===== config.mk =====
export PLATFORM = sky130hd
export DESIGN_NAME = booth_multiplier
export DESIGN_NICKNAME = d
export VERILOG_FILES = /design/src/booth_pkg.sv /design/src/booth_adder.sv /design/src/booth_shift_register.sv /design/src/booth_datapath.sv /design/src/booth_controller.sv /design/src/booth_multiplier.sv
export SDC_FILE = /design/constraint.sdc
export NUM_CORES = 1
export LEC_CHECK = 0
export BUFFER_PORTS_ARGS = -buffer_cell sky130_fd_sc_hd__buf_2
export CAP_MARGIN = 30
export CORE_MARGIN = 5
export CORE_UTILIZATION = 60
export DETAILED_ROUTE_END_ITERATION = 12
export PLACE_DENSITY_LB_ADDON = 0.12
export SYNTH_ARGS = -nofsm -noshare
export SYNTH_HDL_FRONTEND = slang
export SYNTH_SLANG_ARGS = --single-unit

===== constraint.sdc =====
create_clock -name clock -period 9.59 [get_ports clock]
set_input_delay 0.959 -clock clock [delete_from_list [all_inputs] [get_ports clock]]
set_output_delay 0.959 -clock clock [all_outputs]
set_load 0.05 [all_outputs]

===== src/booth_pkg.sv =====
package booth_pkg;

	localparam int SIZE = 8;                      // operand width
	localparam int HI_WIDTH = SIZE + 1;           // high accumulator and adder width
	localparam int PRODUCT_WIDTH = 2 * SIZE;
	localparam int STEPS = SIZE / 2;              // radix-4 iterations
	localparam int STEP_COUNT_WIDTH = 3;
	localparam int LATENCY = 3 * STEPS + 2;       // start sample to done, in cycles

	// one adder action, chosen from the booth triplet
	typedef struct packed {
		logic enable;    // capture result this cycle
		logic subtract;  // hi - operand
		logic double;    // operand is 2M
		logic zero;      // pass hi through
	} adder_op_t;

	// every strobe from the controller into the datapath
	typedef struct packed {
		logic hi_load;
		logic hi_shift;
		logic hi_clear;
		logic lo_load;
		logic lo_shift;
		logic lo_clear;
		logic m_enable;
		logic x_enable;
		logic x_clear;
		adder_op_t adder;
	} datapath_ctrl_t;

endpackage


===== src/booth_adder.sv =====
`timescale 1ns/1ns

module booth_adder
	import booth_pkg::*;
(
	input  logic                clock,
	input  logic                reset,
	input  adder_op_t           op,
	input  logic [SIZE-1:0]     m,
	input  logic [HI_WIDTH-1:0] hi,
	output logic [HI_WIDTH-1:0] out
);

	logic [HI_WIDTH-1:0] m_ext;
	logic [HI_WIDTH-1:0] operand;
	logic [HI_WIDTH-1:0] result;

	assign m_ext = {m[SIZE-1], m};  // sign extend to accumulator width

	always_comb begin
		operand = m_ext;
		if (op.double) begin
			operand = {m, 1'b0};  // 2M, still fits HI_WIDTH
		end
		if (op.zero) begin
			result = hi;
		end else if (op.subtract) begin
			result = hi - operand;
		end else begin
			result = hi + operand;
		end
	end

	always_ff @(posedge clock) begin
		if (reset) begin
			out <= '0;
		end else if (op.enable) begin
			out <= result;
		end
	end

endmodule


===== src/booth_shift_register.sv =====
`timescale 1ns/1ns

module booth_shift_register
	import booth_pkg::*;
#(
	parameter int WIDTH = SIZE
)
(
	input  logic             clock,
	input  logic             reset,
	input  logic             clear,
	input  logic             load,
	input  logic             shift,
	input  logic [1:0]       serial_in,
	input  logic [WIDTH-1:0] parallel_in,
	output logic [1:0]       serial_out,
	output logic [WIDTH-1:0] parallel_out
);

	logic [WIDTH-1:0] shifted;

	// two places right, new bits enter at the top
	assign shifted = {serial_in, parallel_out[WIDTH-1:2]};

	// the bits that leave on the next shift
	assign serial_out = parallel_out[1:0];

	always_ff @(posedge clock) begin
		if (reset) begin
			parallel_out <= '0;
		end else if (clear) begin
			parallel_out <= '0;
		end else if (load) begin
			parallel_out <= parallel_in;
		end else if (shift) begin
			parallel_out <= shifted;
		end
	end

endmodule


===== src/booth_datapath.sv =====
`timescale 1ns/1ns

module booth_datapath
	import booth_pkg::*;
(
	input  logic                     clock,
	input  logic                     reset,
	input  logic [SIZE-1:0]          a,
	input  logic [SIZE-1:0]          b,
	input  datapath_ctrl_t           ctrl,
	output logic [PRODUCT_WIDTH-1:0] product,
	output logic [2:0]               recode
);

	logic [SIZE-1:0]     m_q;
	logic                x_q;
	logic [HI_WIDTH-1:0] adder_out;
	logic [HI_WIDTH-1:0] hi_q;
	logic [SIZE-1:0]     lo_q;
	logic [1:0]          hi_serial_out;
	logic [1:0]          lo_serial_out;
	logic                hi_sign;

	// multiplicand
	always_ff @(posedge clock) begin
		if (reset) begin
			m_q <= '0;
		end else if (ctrl.m_enable) begin
			m_q <= b;
		end
	end

	// last multiplier bit shifted out of LO
	always_ff @(posedge clock) begin
		if (reset) begin
			x_q <= 1'b0;
		end else if (ctrl.x_clear) begin
			x_q <= 1'b0;
		end else if (ctrl.x_enable) begin
			x_q <= lo_serial_out[1];
		end
	end

	booth_adder i_booth_adder (
		.clock (clock),
		.reset (reset),
		.op    (ctrl.adder),
		.m     (m_q),
		.hi    (hi_q),
		.out   (adder_out)
	);

	// -2M with M = -128 gives +256, which wraps to 1_0000_0000.
	// no other sum lands on that pattern, so treat it as positive
	assign hi_sign = hi_q[HI_WIDTH-1] & (|hi_q[HI_WIDTH-2:0]);

	booth_shift_register #(
		.WIDTH (HI_WIDTH)
	) i_shift_hi (
		.clock        (clock),
		.reset        (reset),
		.clear        (ctrl.hi_clear),
		.load         (ctrl.hi_load),
		.shift        (ctrl.hi_shift),
		.serial_in    ({hi_sign, hi_sign}),  // arithmetic shift
		.parallel_in  (adder_out),
		.serial_out   (hi_serial_out),
		.parallel_out (hi_q)
	);

	booth_shift_register #(
		.WIDTH (SIZE)
	) i_shift_lo (
		.clock        (clock),
		.reset        (reset),
		.clear        (ctrl.lo_clear),
		.load         (ctrl.lo_load),
		.shift        (ctrl.lo_shift),
		.serial_in    (hi_serial_out),  // low bits of HI move into LO
		.parallel_in  (a),
		.serial_out   (lo_serial_out),
		.parallel_out (lo_q)
	);

	assign product = {hi_q[SIZE-1:0], lo_q};
	assign recode = {lo_serial_out, x_q};

endmodule


===== src/booth_controller.sv =====
`timescale 1ns/1ns

module booth_controller
	import booth_pkg::*;
(
	input  logic           clock,
	input  logic           reset,
	input  logic           start,
	input  logic [2:0]     recode,
	output datapath_ctrl_t ctrl,
	output logic           busy,
	output logic           done
);

	typedef enum logic [2:0] {IDLE, LOAD, ADD, WRITE, SHIFT, DONE} state_t;

	state_t                      state;
	state_t                      state_next;
	logic [STEP_COUNT_WIDTH-1:0] step_count;
	logic                        last_step;

	assign last_step = (step_count == STEP_COUNT_WIDTH'(STEPS - 1));

	always_comb begin
		state_next = state;
		case (state)
			IDLE:    if (start) state_next = LOAD;  // start ignored elsewhere
			LOAD:    state_next = ADD;
			ADD:     state_next = WRITE;
			WRITE:   state_next = SHIFT;
			SHIFT:   state_next = last_step ? DONE : ADD;
			DONE:    state_next = IDLE;
			default: state_next = IDLE;
		endcase
	end

	always_ff @(posedge clock) begin
		if (reset) begin
			state <= IDLE;
			step_count <= '0;
		end else begin
			state <= state_next;
			if (state == LOAD) begin
				step_count <= '0;
			end else if (state == SHIFT) begin
				step_count <= step_count + 1'b1;
			end
		end
	end

	always_comb begin
		ctrl = '0;
		case (state)
			LOAD: begin
				ctrl.lo_load = 1'b1;
				ctrl.m_enable = 1'b1;
				ctrl.hi_clear = 1'b1;
				ctrl.x_clear = 1'b1;
			end
			ADD: begin
				ctrl.adder.enable = 1'b1;
				case (recode)
					3'b000, 3'b111: ctrl.adder.zero = 1'b1;
					3'b011:         ctrl.adder.double = 1'b1;   // +2M
					3'b100: begin
						ctrl.adder.subtract = 1'b1;  // -2M
						ctrl.adder.double = 1'b1;
					end
					3'b101, 3'b110: ctrl.adder.subtract = 1'b1;
					default:        ;                           // +M
				endcase
			end
			WRITE: ctrl.hi_load = 1'b1;
			SHIFT: begin
				ctrl.hi_shift = 1'b1;
				ctrl.lo_shift = 1'b1;
				ctrl.x_enable = 1'b1;
			end
			default: ;
		endcase
	end

	assign busy = (state != IDLE);
	assign done = (state == DONE);

endmodule


===== src/booth_multiplier.sv =====
`timescale 1ns/1ns

module booth_multiplier
	import booth_pkg::*;
(
	input  logic                     clock,
	input  logic                     reset,
	input  logic                     start,
	input  logic [SIZE-1:0]          a,        // multiplier
	input  logic [SIZE-1:0]          b,        // multiplicand
	output logic [PRODUCT_WIDTH-1:0] product,
	output logic                     busy,
	output logic                     done
);

	datapath_ctrl_t ctrl;
	logic [2:0]     recode;

	booth_controller i_booth_controller (
		.clock  (clock),
		.reset  (reset),
		.start  (start),
		.recode (recode),
		.ctrl   (ctrl),
		.busy   (busy),
		.done   (done)
	);

	booth_datapath i_booth_datapath (
		.clock   (clock),
		.reset   (reset),
		.a       (a),
		.b       (b),
		.ctrl    (ctrl),
		.product (product),
		.recode  (recode)
	);

endmodule


==> key figures, run 1 <==
Power and ir drop
  • Pwr dens: 171.5 nW/um^2
  • Leak Pwr: 1.123 nW
  • Sequential Power Share: 40.8%
  • Power share of the clock group: 30.7%
  • Switching pwr: 154.2 uW
  • Comb power frac: 28.5%
  • Internal power: 320.3 uW
  • Peak VDD IR: 0.1140 mV
  • Switching power share of the total: 32.49%

Floorplan
  • Die width: 75.11 microns
  • Ports: 37
  • Die height: 75.11 microns
  • Die area: 5642 sq um
  • Row cnt: 23
  • Core region area: 4058 sq um
  • Initial Utilization: 62.69%

Clock network
  • Worst-Skew Late Latency: 0.30 ns
  • CTS buffer count: 5
  • Worst-path clk slew: 0.08 ns
  • Post-CTS setup buffers: 0
  • CTS Buffer Depth: 2
  • CTS root buf: clkbuf_8
  • CTS tree: done
  • Sinks on Clock Net: 41
  • Hold Buf Count CTS: 0
  • H-tree levels: 2
  • Post-CTS Resized: 0

Worst setup path
  • Crit path cell chain: nor3b_4, o21ai_4, mux2i_1, ha_1, a31oi_1, or3_1, nor3_1, o21ai_0, a21oi_1, o21ai_0, ha_1, a2111oi_0, nor3_1, xnor2_1, a21bo_1, a311oi_2
  • Reg2Reg Setup Slack: 5.08 ns
  • Top delay family on crit path: simple AND/OR/NAND/NOR gates
  • Critical Path Sink Type: flop
  • RR Startpoint: i_booth_controller.state[0]$_SDFFE_PP0P_
  • Critical path peak fanout: 21
  • Critical path's largest stage delay: 0.75 ns
  • Required time worst endpoint: 9.81 ns
  • Type of origin of the critical path: flop
  • Crit Path Class: reg2reg
  • Worst setup startpoint: i_booth_controller.state[0]$_SDFFE_PP0P_
  • Instance count on the critical path: 16
  • Setup crit end: i_booth_datapath.i_booth_adder.out[8]$_SDFFE_PP0P_
  • CP bufs+invs: 0
  • Critical Path AT: 4.74 ns
  • Crit-path slowest cell: nor3b_4
  • R2r endpoint: i_booth_datapath.i_booth_adder.out[8]$_SDFFE_PP0P_
  • Worst Reg-to-Reg Cells: 16

Synthesis
  • Synth Area per Inst: 7.803 sq um
  • Async SR Flop Fraction: 0%
  • Mapped Area: 2544 sq um
  • Syn nets: 357
  • Synth Area in Simple Gates: 25.09%
  • Leading area contributor after synthesis: dfxtp_1
  • Post-synth top area share: 32.27%
  • Post-synth EDFFs: 0
  • Xor-xnor portion of the synthesized cell area: 3.443%
  • Seq/Total Area, Yosys: 32.27%
  • Top area cells in the synthesized netlist: dfxtp_1 32%, nand2_1 9.4%, a21oi_1 6.1%, ha_1 5.4%, nor2_1 5.3%
  • Post-synthesis mux area share: 1.574%
  • Yosys reg bits: 41
  • Synth warn: 0
  • Yosys cell types: 52
  • Post-Synth Adder-Cell Area: 6.198%
  • Post-synthesis compound-gate area fraction: 24.74%
  • Main synth FF type: dfxtp_1
  • Main combinational cell family by area after synthesis: simple AND/OR/NAND/NOR gates
  • Post-synthesis cell count: 326

Timing
  • Worst-Margin Slew: 0.8385 ns
  • Minimum clock period: 4.515 ns
  • Hold Fails Final Rpt: 0
  • Clock skew: 0.004696 ns
  • RSZ-0062 raised after global routing: false
  • Max-slew headroom: 44.04%
  • Tcrit/Tclk final: 47.08%
  • Setup_tns: 0 ns
  • Endpoints failing setup: 0
  • Max Fclk: 221.5 MHz
  • Max-slew violations: 0

Run status
  • Status: finished clean

Route
  • Iteration count of the initial detailed-routing pass: 5
  • DRT iter0 DRCs: 138
  • Post-Route WL: 5563 microns
  • Vias per cell: 5.795
  • Wire per inst: 14.05 microns
  • Via Count: 2295
  • Drc violations: 0
  • Antenna-violating nets left: 0

Layout
  • # nets final: 376
  • Non-filler instance count after layout: 396
  • Area growth syn-to-layout: 8.755%
  • Fin util: 68.18%
  • Share of cells above drive strength 1: 15.61%
  • Antenna Cells: 0
  • Commonest cells after routing, fill and taps aside: 64 x nand2_1, 41 x dfxtp_1, 36 x nor2_1, 36 x buf_2, 31 x a21oi_1
  • Most common cell after layout, fill and taps aside: nand2_1

GRT
  • Largest net degree at the start of global routing: 30
  • Vias in the first global route: 2062
  • Total global-route track usage: 21.24%
  • GRT overflow: 0
  • Initial antenna violation count: 0
  • First-pass GRT wire length: 9239 microns

Placed design
  • Placer Congestion: 0.8246
  • Dpl hpwl: 4160 microns
  • Inst Count DP: 388
  • # port buffers: 36

Job
  • Max Cap Viol: 0

Hold path
  • Tightest Hold Check Type: reg2reg
[cells by family after synthesis]
kind of cell	count (synthesis)
and+or+nand+nor	139
AOI/OAI and AO/OA	88
DFF	41
buffers and inverters	32
adders and majority gates	12
xor gates and xnor gates	10
muxes	4
[per-stage QoR]
step | power, mW | hold slack [ns] | area [sq um] | setup WS (ns)
3_3_place_gp | 0.3287 | 0.4412 | 2650 | 5.393
6_report | 0.4745 | 0.4638 | 2766 | 5.075
3_5_place_dp | 0.3327 | 0.4540 | 2650 | 5.139
5_1_grt | 0.5036 | 0.4969 | 2766 | 4.794
2_1_floorplan | 0.3088 | 0.4323 | 2544 | 5.570
4_1_cts | 0.4774 | 0.4654 | 2766 | 5.115
[Yosys cell counts (3+ instances only)]
master and count:
nand2_1 64, dfxtp_1 41, nor2_1 36, a21oi_1 31, a311oi_1 13, ha_1 11
clkbuf_1 10, nor3_1 10, buf_4 9, o21ai_0 9, a22oi_1 7, inv_1 7
xnor2_1 6, nand2b_1 5, mux2i_1 4, or3_1 4, xor2_1 4, a211oi_1 3
and2_1 3, buf_1 3, nand3_1 3, nor2b_1 3, nor4_1 3, o22ai_1 3
[flip-flops by register name, summed over array words and instances (netlist names)]
name	count
i_booth_controller.state	3
i_booth_controller.step_count	3
i_booth_datapath.i_booth_adder.out	9
i_booth_datapath.i_shift_hi.parallel_out	9
i_booth_datapath.i_shift_lo.parallel_out	8
i_booth_datapath.m_q	8
i_booth_datapath.x_q	1
[final cells by class]
type,instances,area (sq um)
Inverter,7,26.28
Timing Repair Buffer,37,187.7
Clock buffer,7,86.33
Tap cell,50,62.56
Sequential cell,41,820.8
Multi-Input combinational cell,253,1553
Clock inverter,1,30.03
Fill cell,362,1291
[metal layers]
| layer | part of all wire, % | vias to the layer above | GRT usage, % |
|---|---|---|---|
| li1 | - | 1192 | - |
| met5 | 0 | - | 0 |
| met2 | 46 | 65 | 34.62 |
| met4 | 2.2 | 0 | 9.881 |
| met3 | 4.8 | 13 | 4.673 |
| met1 | 47 | 1025 | 26.63 |
[worst register-to-register path, stage by stage (launching register included)]
cell and delay, ns:
dfxtp_1 0.42, nor3b_4 0.75, o21ai_4 0.24, mux2i_1 0.26, ha_1 0.18, a31oi_1 0.08
or3_1 0.43, nor3_1 0.29, o21ai_0 0.13, a21oi_1 0.14, o21ai_0 0.09, ha_1 0.22
a2111oi_0 0.45, nor3_1 0.13, xnor2_1 0.17, a21bo_1 0.21, a311oi_2 0.24
[power by group through the flow]
stage	Sequential, mW	Clock [mW]	Combinational [mW]
2_1_floorplan	0.205	0	0.104
3_3_place_gp	0.197	0	0.132
3_5_place_dp	0.197	0	0.135
4_1_cts	0.193	0.148	0.136
5_1_grt	0.196	0.158	0.150
6_report	0.194	0.146	0.135
[how the worst min path moves through the flow]
stage	startpoint	cells after the start	slack [ns]	to
after floorplan	i_booth_datapath.i_booth_adder.out[0]$_SDFFE_PP0P_	2	0.43	i_booth_datapath.i_booth_adder.out[0]$_SDFFE_PP0P_
after global placement	i_booth_datapath.i_booth_adder.out[0]$_SDFFE_PP0P_	2	0.44	i_booth_datapath.i_booth_adder.out[0]$_SDFFE_PP0P_
after detailed placement	i_booth_datapath.i_booth_adder.out[0]$_SDFFE_PP0P_	2	0.45	i_booth_datapath.i_booth_adder.out[0]$_SDFFE_PP0P_
after CTS	i_booth_datapath.i_booth_adder.out[0]$_SDFFE_PP0P_	2	0.47	i_booth_datapath.i_booth_adder.out[0]$_SDFFE_PP0P_
after global routing	i_booth_controller.step_count[1]$_SDFFE_PP0P_	2	0.50	i_booth_controller.step_count[1]$_SDFFE_PP0P_
final	i_booth_datapath.i_booth_adder.out[0]$_SDFFE_PP0P_	2	0.46	i_booth_datapath.i_booth_adder.out[0]$_SDFFE_PP0P_
No activity file was read; power rests on OpenSTA's default activity.
==> run 2, diff against run 1 <==
--- a/config.mk
+++ b/config.mk
@@ -8,7 +8,7 @@
 export BUFFER_PORTS_ARGS = -buffer_cell sky130_fd_sc_hd__buf_2
 export CAP_MARGIN = 30
 export CORE_MARGIN = 5
-export CORE_UTILIZATION = 60
+export CORE_UTILIZATION = 57
 export DETAILED_ROUTE_END_ITERATION = 12
 export PLACE_DENSITY_LB_ADDON = 0.12
 export SYNTH_ARGS = -nofsm -noshare
==> constraint.sdc (replaced) <==
create_clock -name clock -period 4.3 [get_ports clock]
set_input_delay 0.43 -clock clock [delete_from_list [all_inputs] [get_ports clock]]
set_output_delay 0.43 -clock clock [all_outputs]
set_load 0.05 [all_outputs]
==> key figures, run 2 (synthesis results as in run 1) <==
Worst setup path
  • Crit Path Class: reg2reg
  • Critical Path AT: 4.16 ns
  • Critical path peak fanout: 10
  • Worst Reg-to-Reg Cells: 16
  • Required time worst endpoint: 4.51 ns
  • Type of origin of the critical path: flop
  • Critical Path Sink Type: flop

Layout
  • Share of cells above drive strength 1: 16.14%
  • Biggest regs: i_booth_datapath.i_booth_adder.out x9, i_booth_datapath.i_shift_hi.parallel_out x9
  • Area growth syn-to-layout: 9.198%
  • Most common cell after layout, fill and taps aside: nand2_1
  • Antenna Cells: 0
  • Commonest cells after routing, fill and taps aside: 64 x nand2_1, 40 x dfxtp_1, 36 x nor2_1, 36 x buf_2, 31 x a21oi_1
  • # nets final: 377

Floorplan
  • Die width: 76.80 microns
  • Row cnt: 24
  • Initial Utilization: 58.42%
  • Ports: 37
  • Die area: 5898 sq um
  • Die height: 76.80 microns
  • Core region area: 4354 sq um

Route
  • DRT iter0 DRCs: 106
  • Wire per inst: 14.02 microns
  • Antenna-violating nets left: 0
  • Vias per cell: 5.724
  • Drc violations: 0
  • Post-Route WL: 5592 microns
  • Iteration count of the initial detailed-routing pass: 4
  • Via Count: 2284

GRT
  • Initial antenna violation count: 0
  • Total global-route track usage: 20.11%
  • Vias in the first global route: 2136
  • GRT overflow: 0
  • Largest net degree at the start of global routing: 30
  • First-pass GRT wire length: 9970 microns

Power and ir drop
  • Switching power share of the total: 32.47%
  • Switching pwr: 344.1 uW
  • Power share of the clock group: 30.7%
  • Internal power: 715.6 uW
  • Sequential Power Share: 40.8%
  • Leak Pwr: 1.129 nW
  • Pwr dens: 381.5 nW/um^2
  • Comb power frac: 28.5%
  • Peak VDD IR: 0.1680 mV
  • Total power: 1.060 mW

Hold path
  • Tightest Hold Check Type: in2reg
  • Min-Delay Path Depth: 3

Timing
  • Max Fclk: 253.4 MHz
  • Tcrit/Tclk final: 91.77%
  • Final WS setup: 0.3540 ns
  • Max-slew violations: 0
  • RSZ-0062 raised after global routing: false
  • Clock skew: 0.004884 ns
  • Hold Fails Final Rpt: 0
  • Endpoints failing setup: 0
  • Minimum clock period: 3.946 ns
  • Setup_tns: 0 ns
  • Max-slew headroom: 47.56%
  • Worst-Margin Slew: 0.7847 ns

Clock network
  • H-tree levels: 2
  • Worst-Skew Late Latency: 0.30 ns
  • CTS Buffer Depth: 2
  • Post-CTS setup buffers: 0
  • CTS tree: done
  • CTS buffer count: 5
  • Worst-path clk slew: 0.08 ns
  • CTS root buf: clkbuf_8
  • Sinks on Clock Net: 41

Placed design
  • Dpl hpwl: 4155 microns
  • Placer Congestion: 0.8147
  • # port buffers: 36
  • DP Worst Slack: 0.3259 ns

Job
  • Max Cap Viol: 0

Run status
  • Status: finished clean
-- run 2: cell count changes in the layout (fill, tap and decap cells not counted) --
cell	change
buf_4	+1
dfxtp_1	-1
dfxtp_2	+1
-- run 2: power groups by stage --
stage / Clock (mW) / Combinational, mW / Sequential (mW)
after global placement: 0 / 0.296 / 0.439
after global routing: 0.353 / 0.340 / 0.437
after CTS: 0.330 / 0.303 / 0.432
final: 0.326 / 0.302 / 0.432
after floorplan: 0 / 0.231 / 0.457
after detailed placement: 0 / 0.301 / 0.441
-- run 2: final cells by class --
class / instances / area, sq um
Clock buffer: 7 / 86.33
Clock inverter: 1 / 30.03
Tap cell: 52 / 65.06
Timing Repair Buffer: 38 / 195.2
Multi-Input combinational cell: 253 / 1553
Fill cell: 418 / 1577
Sequential cell: 41 / 822.0
Inverter: 7 / 26.28
-- run 2: final timing paths --
path	from	end	slack, ns
setup / recovery	i_booth_datapath.i_shift_lo.parallel_out[1]$_SDFFE_PP0P_	i_booth_datapath.i_booth_adder.out[8]$_SDFFE_PP0P_	0.35
setup reg to reg	i_booth_datapath.i_shift_lo.parallel_out[1]$_SDFFE_PP0P_	i_booth_datapath.i_booth_adder.out[8]$_SDFFE_PP0P_	0.35
hold reg to reg	i_booth_datapath.i_booth_adder.out[0]$_SDFFE_PP0P_	i_booth_datapath.i_booth_adder.out[0]$_SDFFE_PP0P_	0.47
hold / removal	b[2]	i_booth_datapath.m_q[2]$_SDFFE_PP0P_	0.36
-- run 2: per-layer routing --
layer | vias to the layer above | part of all wire (%) | routed length, microns | GRT usage [%]
met5 | - | 0 | 0 | 0
met3 | 7 | 4.0 | 225 | 4.450
li1 | 1199 | - | - | -
met1 | 1036 | 47 | 2650 | 25.56
met4 | 0 | 1.3 | 72 | 5.769
met2 | 42 | 47 | 2644 | 33.87
-- run 2: what timing repair did --
action / 4_1_cts / 5_1_grt
gates resized for setup: 0 / 1
hold endpoints to repair: 0 / 0
hold buffers: 0 / 0
endpoints found under the setup margin: 0 / 1
-- run 2: worst max-delay path: stages (launching register included) --
cell and delay, ns:
dfxtp_2 0.41, and3b_4 0.25, o21ai_4 0.30, mux2i_1 0.28, ha_1 0.18, a31oi_1 0.06, or3_1 0.38, nor3_1 0.24
o21ai_0 0.12, a21oi_1 0.15, o21ai_0 0.10, ha_1 0.23, a2111oi_0 0.40, nor3_1 0.13, xnor2_1 0.16, a21bo_1 0.21
a311oi_2 0.25
-- run 2: stage by stage --
step	std cells	cell area (sq um)	hold slack, ns	utilization [%]
floorplan	326	2544	0.4323	-
global placement	391	2660	0.4478	61.09
detailed placement	391	2660	0.4496	61.09
CTS	399	2776	0.3557	63.76
global route	399	2778	0.3526	63.79
finish	399	2778	0.3607	63.79
